`config.mk`:
```
export PLATFORM = sky130hd
export DESIGN_NAME = dma_top
export DESIGN_NICKNAME = d
export VERILOG_FILES = /design/src/common/dma_pkg.sv /design/src/dma/dma_regs.sv /design/src/dma/dma_burst_planner.sv /design/src/dma/dma_burst_buffer.sv /design/src/dma/dma_engine.sv /design/src/hdl/dma_top.sv
export VERILOG_INCLUDE_DIRS = /design/src /design/src/common
export SDC_FILE = /design/constraint.sdc
export NUM_CORES = 1
export LEC_CHECK = 0
export BUFFER_PORTS_ARGS = -buffer_cell sky130_fd_sc_hd__buf_2
export CORE_MARGIN = 4
export CORE_UTILIZATION = 41
export CTS_BUF_LIST = sky130_fd_sc_hd__clkbuf_4 sky130_fd_sc_hd__clkbuf_8
export CTS_CLUSTER_DIAMETER = 60
export CTS_CLUSTER_SIZE = 16
export DETAILED_ROUTE_END_ITERATION = 8
export PLACE_DENSITY = 0.67
export SYNTH_ARGS = -nofsm -noshare
export SYNTH_HDL_FRONTEND = slang
export SYNTH_HIERARCHICAL = 1
export SYNTH_SLANG_ARGS = --single-unit
```
`constraint.sdc`:
```
create_clock -name clk -period 16.78 [get_ports clk]
set_input_delay 0.839 -clock clk [delete_from_list [all_inputs] [get_ports clk]]
set_output_delay 0.839 -clock clk [all_outputs]
set_load 0.01 [all_outputs]
```
`src/common/dma_cfg.svh`:
```
`ifndef DMA_CFG_SVH
`define DMA_CFG_SVH

// Configuration register map
`define DMA_REG_EN  32'h10020100
`define DMA_REG_SRC 32'h10020200
`define DMA_REG_DST 32'h10020300
`define DMA_REG_LEN 32'h10020400

// Longest burst in words
`define DMA_MAX_BURST 4

// Bursts must stay inside one page
`define DMA_PAGE_BYTES 4096

// Bytes per memory word
`define DMA_WORD_BYTES 4

// Words held by the burst buffer
`define DMA_BUF_DEPTH 4

`endif

```
`src/common/dma_pkg.sv`:
```
package dma_pkg;

	// Byte address on both the configuration and the memory side
	typedef logic [31:0] addr_t;

	// One memory word
	typedef logic [31:0] data_t;

	// Beat index inside a burst, wide enough for the lookahead index
	typedef logic [2:0] beat_t;

	// Burst length minus one, as seen on mem_burst_len
	typedef logic [3:0] burst_len_t;

	// Engine states, shared with the checker model
	typedef enum logic [1:0] {
		IDLE  = 2'd0, // Waiting for enable
		READ  = 2'd1, // Read burst into the buffer
		WRITE = 2'd2, // Write burst out of the buffer
		DONE  = 2'd3  // Copy complete, irq high
	} dma_state_e;

endpackage

```
`src/dma/dma_regs.sv`:
```
`timescale 1ns/1ps
`include "dma_cfg.svh"

module dma_regs (
	input  logic            clk,
	input  logic            rst,
	input  logic            cfg_en,
	input  dma_pkg::addr_t  cfg_addr,
	input  dma_pkg::data_t  cfg_data,
	input  logic            busy,
	output logic            enable,
	output dma_pkg::addr_t  src_addr,
	output dma_pkg::addr_t  dst_addr,
	output dma_pkg::data_t  len_words
);
	import dma_pkg::*;

	logic wr_ok;

	// Registers are frozen while a copy runs
	assign wr_ok = cfg_en && !busy;

	always_ff @(posedge clk or posedge rst) begin
		if (rst) begin
			enable    <= 1'b0;
			src_addr  <= '0;
			dst_addr  <= '0;
			len_words <= '0;
		end else if (wr_ok) begin
			case (cfg_addr)
				`DMA_REG_EN: begin
					enable <= cfg_data[0]; // Only bit 0 is used
				end
				`DMA_REG_SRC: begin
					src_addr <= addr_t'(cfg_data);
				end
				`DMA_REG_DST: begin
					dst_addr <= addr_t'(cfg_data);
				end
				`DMA_REG_LEN: begin
					len_words <= cfg_data; // Kept in words, not bytes
				end
				default: begin
					// Unknown address, write dropped
				end
			endcase
		end
	end

endmodule

```
`src/dma/dma_burst_planner.sv`:
```
`timescale 1ns/1ps
`include "dma_cfg.svh"

module dma_burst_planner (
	input  logic                 clk,
	input  logic                 rst,
	input  dma_pkg::addr_t       rd_addr,
	input  dma_pkg::addr_t       wr_addr,
	input  dma_pkg::data_t       remaining,
	output dma_pkg::burst_len_t  burst_len
);
	import dma_pkg::*;

	localparam int PAGE_BITS  = $clog2(`DMA_PAGE_BYTES);
	localparam int WORD_BITS  = $clog2(`DMA_WORD_BYTES);
	localparam int PAGE_WORDS = `DMA_PAGE_BYTES / `DMA_WORD_BYTES;

	data_t rd_left;
	data_t wr_left;
	data_t limit;

	// Words left before each address reaches its page end
	assign rd_left = data_t'(PAGE_WORDS) - data_t'(rd_addr[PAGE_BITS-1:WORD_BITS]);
	assign wr_left = data_t'(PAGE_WORDS) - data_t'(wr_addr[PAGE_BITS-1:WORD_BITS]);

	always_comb begin
		limit = data_t'(`DMA_MAX_BURST);
		if (remaining < limit) begin
			limit = remaining;
		end
		if (rd_left < limit) begin
			limit = rd_left; // Source page end is closer
		end
		if (wr_left < limit) begin
			limit = wr_left; // Destination page end is closer
		end
	end

	always_ff @(posedge clk or posedge rst) begin
		if (rst) begin
			burst_len <= '0;
		end else if (limit == '0) begin
			burst_len <= '0; // Nothing left, avoid wrapping to 15
		end else begin
			burst_len <= burst_len_t'(limit - 32'd1);
		end
	end

endmodule

```
`src/dma/dma_burst_buffer.sv`:
```
`timescale 1ns/1ps
`include "dma_cfg.svh"

module dma_burst_buffer (
	input  logic            clk,
	input  logic            rst,
	input  logic            wr_en,
	input  dma_pkg::beat_t  wr_idx,
	input  dma_pkg::data_t  wr_data,
	input  dma_pkg::beat_t  rd_idx,
	input  logic            advance,
	output dma_pkg::data_t  rd_data
);
	import dma_pkg::*;

	localparam int DEPTH = `DMA_BUF_DEPTH;
	localparam int IDX_W = $clog2(DEPTH);

	data_t              mem [DEPTH];
	logic [DEPTH-1:0]   filled;
	beat_t              nxt_idx;
	logic [IDX_W-1:0]   sel;

	always_ff @(posedge clk) begin
		if (wr_en) begin
			mem[wr_idx[IDX_W-1:0]] <= wr_data;
		end
	end

	// Tracks entries written since reset so unwritten words read as zero
	always_ff @(posedge clk or posedge rst) begin
		if (rst) begin
			filled <= '0;
		end else if (wr_en) begin
			filled[wr_idx[IDX_W-1:0]] <= 1'b1;
		end
	end

	// Lookahead so the next beat is on the bus right after an accept
	assign nxt_idx = rd_idx + beat_t'(1);
	assign sel     = advance ? nxt_idx[IDX_W-1:0] : rd_idx[IDX_W-1:0];
	assign rd_data = filled[sel] ? mem[sel] : '0;

endmodule

```
`src/dma/dma_engine.sv`:
```
`timescale 1ns/1ps
`include "dma_cfg.svh"

module dma_engine (
	input  logic                 clk,
	input  logic                 rst,
	input  logic                 enable,
	input  dma_pkg::addr_t       src_addr,
	input  dma_pkg::addr_t       dst_addr,
	input  dma_pkg::data_t       len_words,
	input  dma_pkg::burst_len_t  burst_len,
	input  dma_pkg::data_t       buf_data,
	input  dma_pkg::data_t       mem_rdata,
	input  logic                 mem_rvalid,
	input  logic                 mem_wvalid,
	output logic                 busy,
	output dma_pkg::addr_t       rd_addr,
	output dma_pkg::addr_t       wr_addr,
	output dma_pkg::data_t       remaining,
	output logic                 buf_wr_en,
	output dma_pkg::beat_t       buf_wr_idx,
	output dma_pkg::data_t       buf_wr_data,
	output dma_pkg::beat_t       buf_rd_idx,
	output logic                 buf_advance,
	output dma_pkg::addr_t       mem_addr,
	output logic [3:0]           mem_bweb,
	output dma_pkg::data_t       mem_wdata,
	output dma_pkg::burst_len_t  mem_burst_len,
	output logic                 mem_ceb,
	output logic                 mem_web,
	output logic                 irq
);
	import dma_pkg::*;

	dma_state_e state;
	dma_state_e state_nxt;
	beat_t      cnt;
	logic       plan_wait; // Planner still settling on new addresses
	logic       last_beat;
	logic       rd_beat;
	logic       wr_beat;
	data_t      burst_words;
	addr_t      burst_bytes;

	assign last_beat   = ({1'b0, cnt} == burst_len);
	assign rd_beat     = (state == READ) && !plan_wait && mem_rvalid;
	assign wr_beat     = (state == WRITE) && mem_wvalid;
	assign burst_words = data_t'(burst_len) + 32'd1;
	assign burst_bytes = addr_t'(burst_words * `DMA_WORD_BYTES);

	always_comb begin
		state_nxt = state;
		case (state)
			IDLE:  if (enable) state_nxt = READ;
			READ:  if (rd_beat && last_beat) state_nxt = WRITE;
			WRITE: begin
				if (wr_beat && last_beat) begin
					state_nxt = (remaining == burst_words) ? DONE : READ;
				end
			end
			DONE:  if (!enable) state_nxt = IDLE;
			default: state_nxt = IDLE;
		endcase
	end

	always_ff @(posedge clk or posedge rst) begin
		if (rst) begin
			state     <= IDLE;
			cnt       <= '0;
			plan_wait <= 1'b0;
			rd_addr   <= '0;
			wr_addr   <= '0;
			remaining <= '0;
		end else begin
			state <= state_nxt;
			case (state)
				IDLE: begin
					rd_addr   <= src_addr; // Track registers so the planner is settled
					wr_addr   <= dst_addr;
					remaining <= len_words;
					cnt       <= '0;
					plan_wait <= 1'b0;
				end
				READ: begin
					plan_wait <= 1'b0;
					if (rd_beat) begin
						cnt <= last_beat ? beat_t'(0) : cnt + beat_t'(1);
					end
				end
				WRITE: begin
					if (wr_beat) begin
						cnt <= last_beat ? beat_t'(0) : cnt + beat_t'(1);
						if (last_beat) begin
							rd_addr   <= rd_addr + burst_bytes;
							wr_addr   <= wr_addr + burst_bytes;
							remaining <= remaining - burst_words;
							plan_wait <= 1'b1; // Next read burst waits one cycle
						end
					end
				end
				default: begin
					cnt <= '0;
				end
			endcase
		end
	end

	assign busy = (state == READ) || (state == WRITE);

	// Burst buffer side
	assign buf_wr_en   = rd_beat;
	assign buf_wr_idx  = cnt;
	assign buf_wr_data = mem_rdata;
	assign buf_rd_idx  = cnt;
	assign buf_advance = wr_beat;

	// Memory port
	assign mem_ceb       = !(((state == READ) && !plan_wait) || (state == WRITE));
	assign mem_web       = (state != WRITE);
	assign mem_addr      = (state == WRITE || state == DONE) ? wr_addr : rd_addr;
	assign mem_bweb      = (state == WRITE) ? 4'h0 : 4'hf;
	assign mem_wdata     = buf_data;
	assign mem_burst_len = burst_len;
	assign irq           = (state == DONE); // Held until enable clears

endmodule

```
`src/hdl/dma_top.sv`:
```
`timescale 1ns/1ps

module dma_top (
	input  logic                 clk,
	input  logic                 rst,
	input  logic                 cfg_en,
	input  dma_pkg::addr_t       cfg_addr,
	input  dma_pkg::data_t       cfg_data,
	input  dma_pkg::data_t       mem_rdata,
	input  logic                 mem_rvalid,
	input  logic                 mem_wvalid,
	output dma_pkg::addr_t       mem_addr,
	output logic [3:0]           mem_bweb,
	output dma_pkg::data_t       mem_wdata,
	output dma_pkg::burst_len_t  mem_burst_len,
	output logic                 mem_ceb,
	output logic                 mem_web,
	output logic                 irq
);
	import dma_pkg::*;

	logic       enable;
	logic       busy;
	addr_t      src_addr;
	addr_t      dst_addr;
	data_t      len_words;
	addr_t      rd_addr;
	addr_t      wr_addr;
	data_t      remaining;
	burst_len_t burst_len;
	logic       buf_wr_en;
	beat_t      buf_wr_idx;
	data_t      buf_wr_data;
	beat_t      buf_rd_idx;
	logic       buf_advance;
	data_t      buf_data;

	dma_regs u_regs (
		.clk       (clk),
		.rst       (rst),
		.cfg_en    (cfg_en),
		.cfg_addr  (cfg_addr),
		.cfg_data  (cfg_data),
		.busy      (busy),
		.enable    (enable),
		.src_addr  (src_addr),
		.dst_addr  (dst_addr),
		.len_words (len_words)
	);

	dma_burst_planner u_planner (
		.clk       (clk),
		.rst       (rst),
		.rd_addr   (rd_addr),
		.wr_addr   (wr_addr),
		.remaining (remaining),
		.burst_len (burst_len)
	);

	dma_burst_buffer u_buffer (
		.clk     (clk),
		.rst     (rst),
		.wr_en   (buf_wr_en),
		.wr_idx  (buf_wr_idx),
		.wr_data (buf_wr_data),
		.rd_idx  (buf_rd_idx),
		.advance (buf_advance),
		.rd_data (buf_data)
	);

	dma_engine u_engine (
		.clk           (clk),
		.rst           (rst),
		.enable        (enable),
		.src_addr      (src_addr),
		.dst_addr      (dst_addr),
		.len_words     (len_words),
		.burst_len     (burst_len),
		.buf_data      (buf_data),
		.mem_rdata     (mem_rdata),
		.mem_rvalid    (mem_rvalid),
		.mem_wvalid    (mem_wvalid),
		.busy          (busy),
		.rd_addr       (rd_addr),
		.wr_addr       (wr_addr),
		.remaining     (remaining),
		.buf_wr_en     (buf_wr_en),
		.buf_wr_idx    (buf_wr_idx),
		.buf_wr_data   (buf_wr_data),
		.buf_rd_idx    (buf_rd_idx),
		.buf_advance   (buf_advance),
		.mem_addr      (mem_addr),
		.mem_bweb      (mem_bweb),
		.mem_wdata     (mem_wdata),
		.mem_burst_len (mem_burst_len),
		.mem_ceb       (mem_ceb),
		.mem_web       (mem_web),
		.irq           (irq)
	);

endmodule

```
==> metrics.cfg, run 1 <==
[floorplanning]
die_height_um=220
core_mm2=0.0443
dieArea_mm2=0.0484
start_util_pct=41.6
ios=176
die_w_um=220
num_rows=77

[clock_network]
cts_tree=done
cts_buffers=34
clockBufferDepth=3
cts_root_buffer=clkbuf_8
clkTransAtPathRegs_ps=90
htreeDepth=2
ctsHoldBuffers=0
clock_sinks=335
cts_setup_buffers=0
cts_resized=0
worstSkewPairLatency_ps=590

[cells_and_area]
layout.nets=1935
layout_common_cells=233 x nand2_1, 207 x dfrtp_1, 175 x buf_2
nFillCells=4190
layout_commonest_cell=nand2_1
finalInstanceArea_mm2=0.0201
layout-drive-gt1-share_pct=23.6
area_growth_pct=8.85

[worst_setup_path]
end_kind=flop
criticalPathCategory=reg2reg
arrival_ps=6280
cp-start-kind=flop
slowest_stage=or4_4
slowest_delay_ps=590
crit_family=compound AO/OA/AOI/OAI gates
worst_ep_required_time_ps=17200
critPathBufInv=2
crit_chain=or4_4, nor3_2, nor4b_2, xnor2_1, ha_1, a21o_1, a21oi_1, nand3_1, o311ai_1, buf_4, nand2_1, ha_1, a21o_1, a21o_1, a2111oi_0, and2_2, a21oi_1, o211ai_1, o21ai_0, ha_1, inv_1, nor2_1, nand3_1, o221ai_1
cp_max_fo=15

[placement]
io_buffers=175
hpwl_um=31200
pre_cts_slack_ps=10950
gp_congestion=0.850
place_area_mm2=0.0193

[timing]
fin_ws_ps=10910
rsz0062_at_grt=false
period_needed_ps=5870
slew-limit-headroom_pct=17.1
max_freq_mhz=170
finalSetupViolCount=0
fin_worst_skew_ps=50.2
worst_slew_pin_slew_ps=1240
post-route-period-util_pct=35.0
setup-tns-final_ps=0
final_hold_viol_count=0
timing.final.max_slew_violations=0

[synth]
netlist_area_mm2=0.0184
syn_inst=1707
yosysWarnings=6
avgSynthCellArea_um2=10.8

[routing]
avgRoutedWirePerCell_um=19.8
via_per_inst=5.60
ant_nets=0
dr.first_iter.drc_count=828
totalWireLength_um=47700
vias=13500
drtPass1Iterations=5
drc=0

[pwr]
p_leak_nw=8.80
power_density_mw_per_mm2=80.8
total_power_mw=1.62
ir_drop_mv=0.0645

[run_status]
status=finished clean

[global_route]
grt_pass1_vias=13400
grt_overflow=0
grt_max_degree=81
track_usage_pct=19.3
antenna_found_initial=4
grt_pass1_wl_um=74200

[flow_run]
maxCapViolations=0

[worst_hold_path]
hold_path.class=in2async

## power by group
part	internal (mW)	switching (mW)	leakage, nW
logic	0.0774	0.123	4.39
registers	0.852	0.00528	4.03
clock network	0.256	0.308	0.379
## worst paths after layout
path	startpoint	depth (start not counted)	to	slack [ps]
min reg2reg	u_regs/src_addr[0]	2	u_engine/rd_addr[0]	490
min in group clk	mem_rdata[27]	1	u_buffer/mem[1][27]	470
max reg2reg	u_engine/rd_addr[4]	24	u_planner/burst_len[2]	10910
max in group asynchronous	rst	3	u_engine/rd_addr[17]	15070
max	u_engine/rd_addr[4]	24	u_planner/burst_len[2]	10910
min	rst	2	u_planner/burst_len[1]	230
## layout make-up
cell class | instances | area (µm²) | share of cell area (%)
Antenna cell | 2 | 5.00 | 0.0249
Clock buffer | 40 | 532 | 2.65
Clock inverter | 19 | 211 | 1.05
Inverter | 41 | 159 | 0.792
Multi-Input combinational cell | 1179 | 8350 | 41.6
Sequential cell | 335 | 9020 | 45.0
Tap cell | 592 | 741 | 3.69
Timing Repair Buffer | 198 | 1050 | 5.22
## stage by stage
step / instances / utilization (%) / hold slack, ps
final: 2406 / 45.3 / 235
after global routing: 2405 / 45.3 / 218
after CTS: 2404 / 45.3 / 194
after detailed placement: 2345 / 43.6 / 466
after global placement: 2345 / 43.6 / 453
after floorplan: 1714 / - / 443
## registers in the layout (all words and copies together) (netlist names), 2 cells and up
signal	cells
u_engine/rd_addr	32
u_regs/src_addr	32
u_planner/burst_len	4
u_engine/state	2
u_engine/remaining	32
u_engine/buf_rd_idx	3
u_engine/wr_addr	32
u_buffer/mem	128
u_regs/len_words	32
u_buffer/filled	4
u_regs/dst_addr	32
## routing by layer
metal / vias up / global-route usage, % / share of wire (%)
met4: 2 / 5.84 / 2.2
met1: 6662 / 25.5 / 43
met3: 76 / 3.35 / 5.6
li1: 6325 / - / -
met5: - / 0 / 0.017
met2: 402 / 32.5 / 49
Power figures use the tool's default switching activity.
==> run 2: changes to the inputs <==
==> constraint.sdc (replaced) <==
create_clock -name clk -period 6 [get_ports clk]
set_input_delay 0.3 -clock clk [delete_from_list [all_inputs] [get_ports clk]]
set_output_delay 0.3 -clock clk [all_outputs]
set_load 0.01 [all_outputs]
==> run 2 against run 1 <==
  * Clock skew down 19 ps
  * Final area rose by 3.5%
  * Non-clock buffer count rose by 73
==> metrics.cfg, run 2 (synthesized netlist as in run 1, its figures left out) <==
[global_route]
grt_max_degree=74  ; -8.6%
antenna_found_initial=2  ; -2
grt_pass1_wl_um=75600  ; +2.0%
track_usage_pct=19.7  ; +0.48 points
grt_overflow=0  ; unchanged
met3_usage_pct=3.24  ; -0.11 points
grt_use_met2_pct=32.8  ; +0.32 points
met1_usage_pct=26.3  ; +0.80 points
grt_busiest_layer=met2
grt_pass1_vias=13600  ; +1.0%

[routing]
via_per_inst=5.58  ; -0.32%
avgRoutedWirePerCell_um=19.6  ; -0.99%
ant_nets=0  ; unchanged
totalWireLength_um=48600  ; +2.0%
vias=13800  ; +2.7%
dr.first_iter.drc_count=869  ; +5.0%
drtPass1Iterations=5  ; unchanged
drc=0  ; unchanged

[timing]
period_needed_ps=5530  ; -342 ps
fin_worst_skew_ps=31.4  ; -18.8 ps
timing.final.max_slew_violations=0  ; unchanged
setup-tns-final_ps=0  ; unchanged
finalSetupViolCount=0  ; unchanged
max_freq_mhz=181  ; +6.2%
final_hold_viol_count=0  ; unchanged
rsz0062_at_grt=false
worst_slew_pin_slew_ps=1230  ; -6.64 ps
slew-limit-headroom_pct=17.6  ; +0.44 points
post-route-period-util_pct=92.1  ; +57 points

[floorplanning]
ios=176  ; unchanged
start_util_pct=41.6  ; unchanged
die_w_um=220  ; unchanged
core_mm2=0.0443  ; unchanged
die_height_um=220  ; unchanged
num_rows=77  ; unchanged
dieArea_mm2=0.0484  ; unchanged

[clock_network]
clkTransAtPathRegs_ps=90  ; about the same
clockBufferDepth=3  ; unchanged
cts_root_buffer=clkbuf_8
htreeDepth=2  ; unchanged
worstSkewPairLatency_ps=590  ; about the same
cts_buffers=34  ; unchanged
clock_sinks=335  ; unchanged
cts_tree=done

[cells_and_area]
layout.nets=2008  ; +3.8%
finalInstanceArea_mm2=0.0208  ; +3.5%
layout_commonest_cell=nand2_1
area_growth_pct=12.6
layout_common_cells=233 x nand2_1, 207 x dfrtp_1, 175 x buf_2
largest_reg_flops=128  ; unchanged
layout-drive-gt1-share_pct=23.2  ; -0.38 points

[worst_setup_path]
worst_ep_required_time_ps=6440  ; -10,760 ps
reg2reg_setup_slack_ps=470  ; -10,440 ps
cp_max_fo=7  ; -8
end_kind=flop
arrival_ps=5960  ; -320 ps
criticalPathCategory=reg2reg
cp-start-kind=flop

[pwr]
total_power_mw=4.51  ; +180%
power_density_mw_per_mm2=217  ; +170%
ir_drop_mv=0.164  ; +150%
p_leak_nw=9.11  ; +3.5%

[worst_hold_path]
hold_path.class=in2reg

[placement]
gp_congestion=0.861  ; +1.3%
place_area_mm2=0.0194  ; +0.16%
io_buffers=175  ; unchanged
hpwl_um=31500  ; +0.81%

[run_status]
status=finished clean

[flow_run]
maxCapViolations=0  ; unchanged

-- run 2: cell count changes in the layout (fill, tap and decap cells not counted), moves of 2 or more --
cell           delta
bufinv_16         -2
buf_4             +8
dlygate4sd3_1    +65
inv_6             -2
a21oi_1           -2
a21oi_2           +2
-- run 2: through the flow --
step | worst slack [ps] | util [%] | hold WS [ps] | std cells
final | 474 | 46.9 | 94.5 | 2479
after global routing | 22.0 | 46.9 | 94.6 | 2479
after CTS | 179 | 46.7 | 50.2 | 2473
after detailed placement | 250 | 43.7 | 272 | 2349
after global placement | 402 | 43.7 | 271 | 2349
after floorplan | 470 | - | 66.1 | 1714
-- run 2: layout make-up --
cell class / instances / area [µm²]
timing repair buffer: 271 / 1760
tap: 592 / 741
clock buffer: 41 / 546
inverter: 41 / 159
sequential: 335 / 9020
fill: 4101 / 23500
multi-input combinational: 1179 / 8380
antenna: 2 / 5.00
clock inverter: 18 / 159
-- run 2: power by group --
| part | internal [mW] | total, mW | switching (mW) |
|---|---|---|---|
| Sequential | 2.38 | 2.40 | 0.0147 |
| Clock | 0.643 | 1.51 | 0.872 |
| Combinational | 0.248 | 0.600 | 0.353 |
| Total | 3.27 | 4.51 | 1.24 |
-- run 2: what timing repair did --
action	in CTS	in global routing
buffers inserted	0	4
setup endpoints to repair	0	4
endpoints found under the hold margin	287	0
resized for setup	0	5
hold buffers	65	0
-- run 2: worst paths after layout --
path                                     start                     end  depth (start not counted)
max                        u_engine/rd_addr[4]  u_planner/burst_len[2]                         26
min                                 mem_wvalid      u_engine/plan_wait                          3
max reg2reg                u_engine/rd_addr[4]  u_planner/burst_len[2]                         26
min reg2reg                 u_buffer/filled[2]      u_buffer/filled[2]                          1
max in group asynchronous                  rst    u_engine/wr_addr[30]                          4
min in group asynchronous                  rst  u_planner/burst_len[1]                          3
-- run 2: layer usage --
metal	share of wire (%)	wire (µm)
met1	43	21100
met2	48	23400
met3	5.7	2760
met4	3.0	1450
met5	0	0
-- run 2: worst max-delay path: stages (launching register included) --
cell and delay, ps:
dfrtp_1 460, or4_4 590, nor3_2 180, nor4b_4 260, xnor2_1 200, ha_1 290, a21o_1 180, a21oi_2 180
nand3_1 120, o311ai_1 330, buf_4 200, buf_4 140, nand2_1 60, ha_1 290, a21oi_1 160, nor2b_1 70
a2111oi_1 360, buf_4 180, a21o_1 180, a21oi_2 100, o211ai_1 120, o21ai_0 130, ha_1 250, inv_1 90
nor2_1 50, nand3_1 100, o221ai_1 110
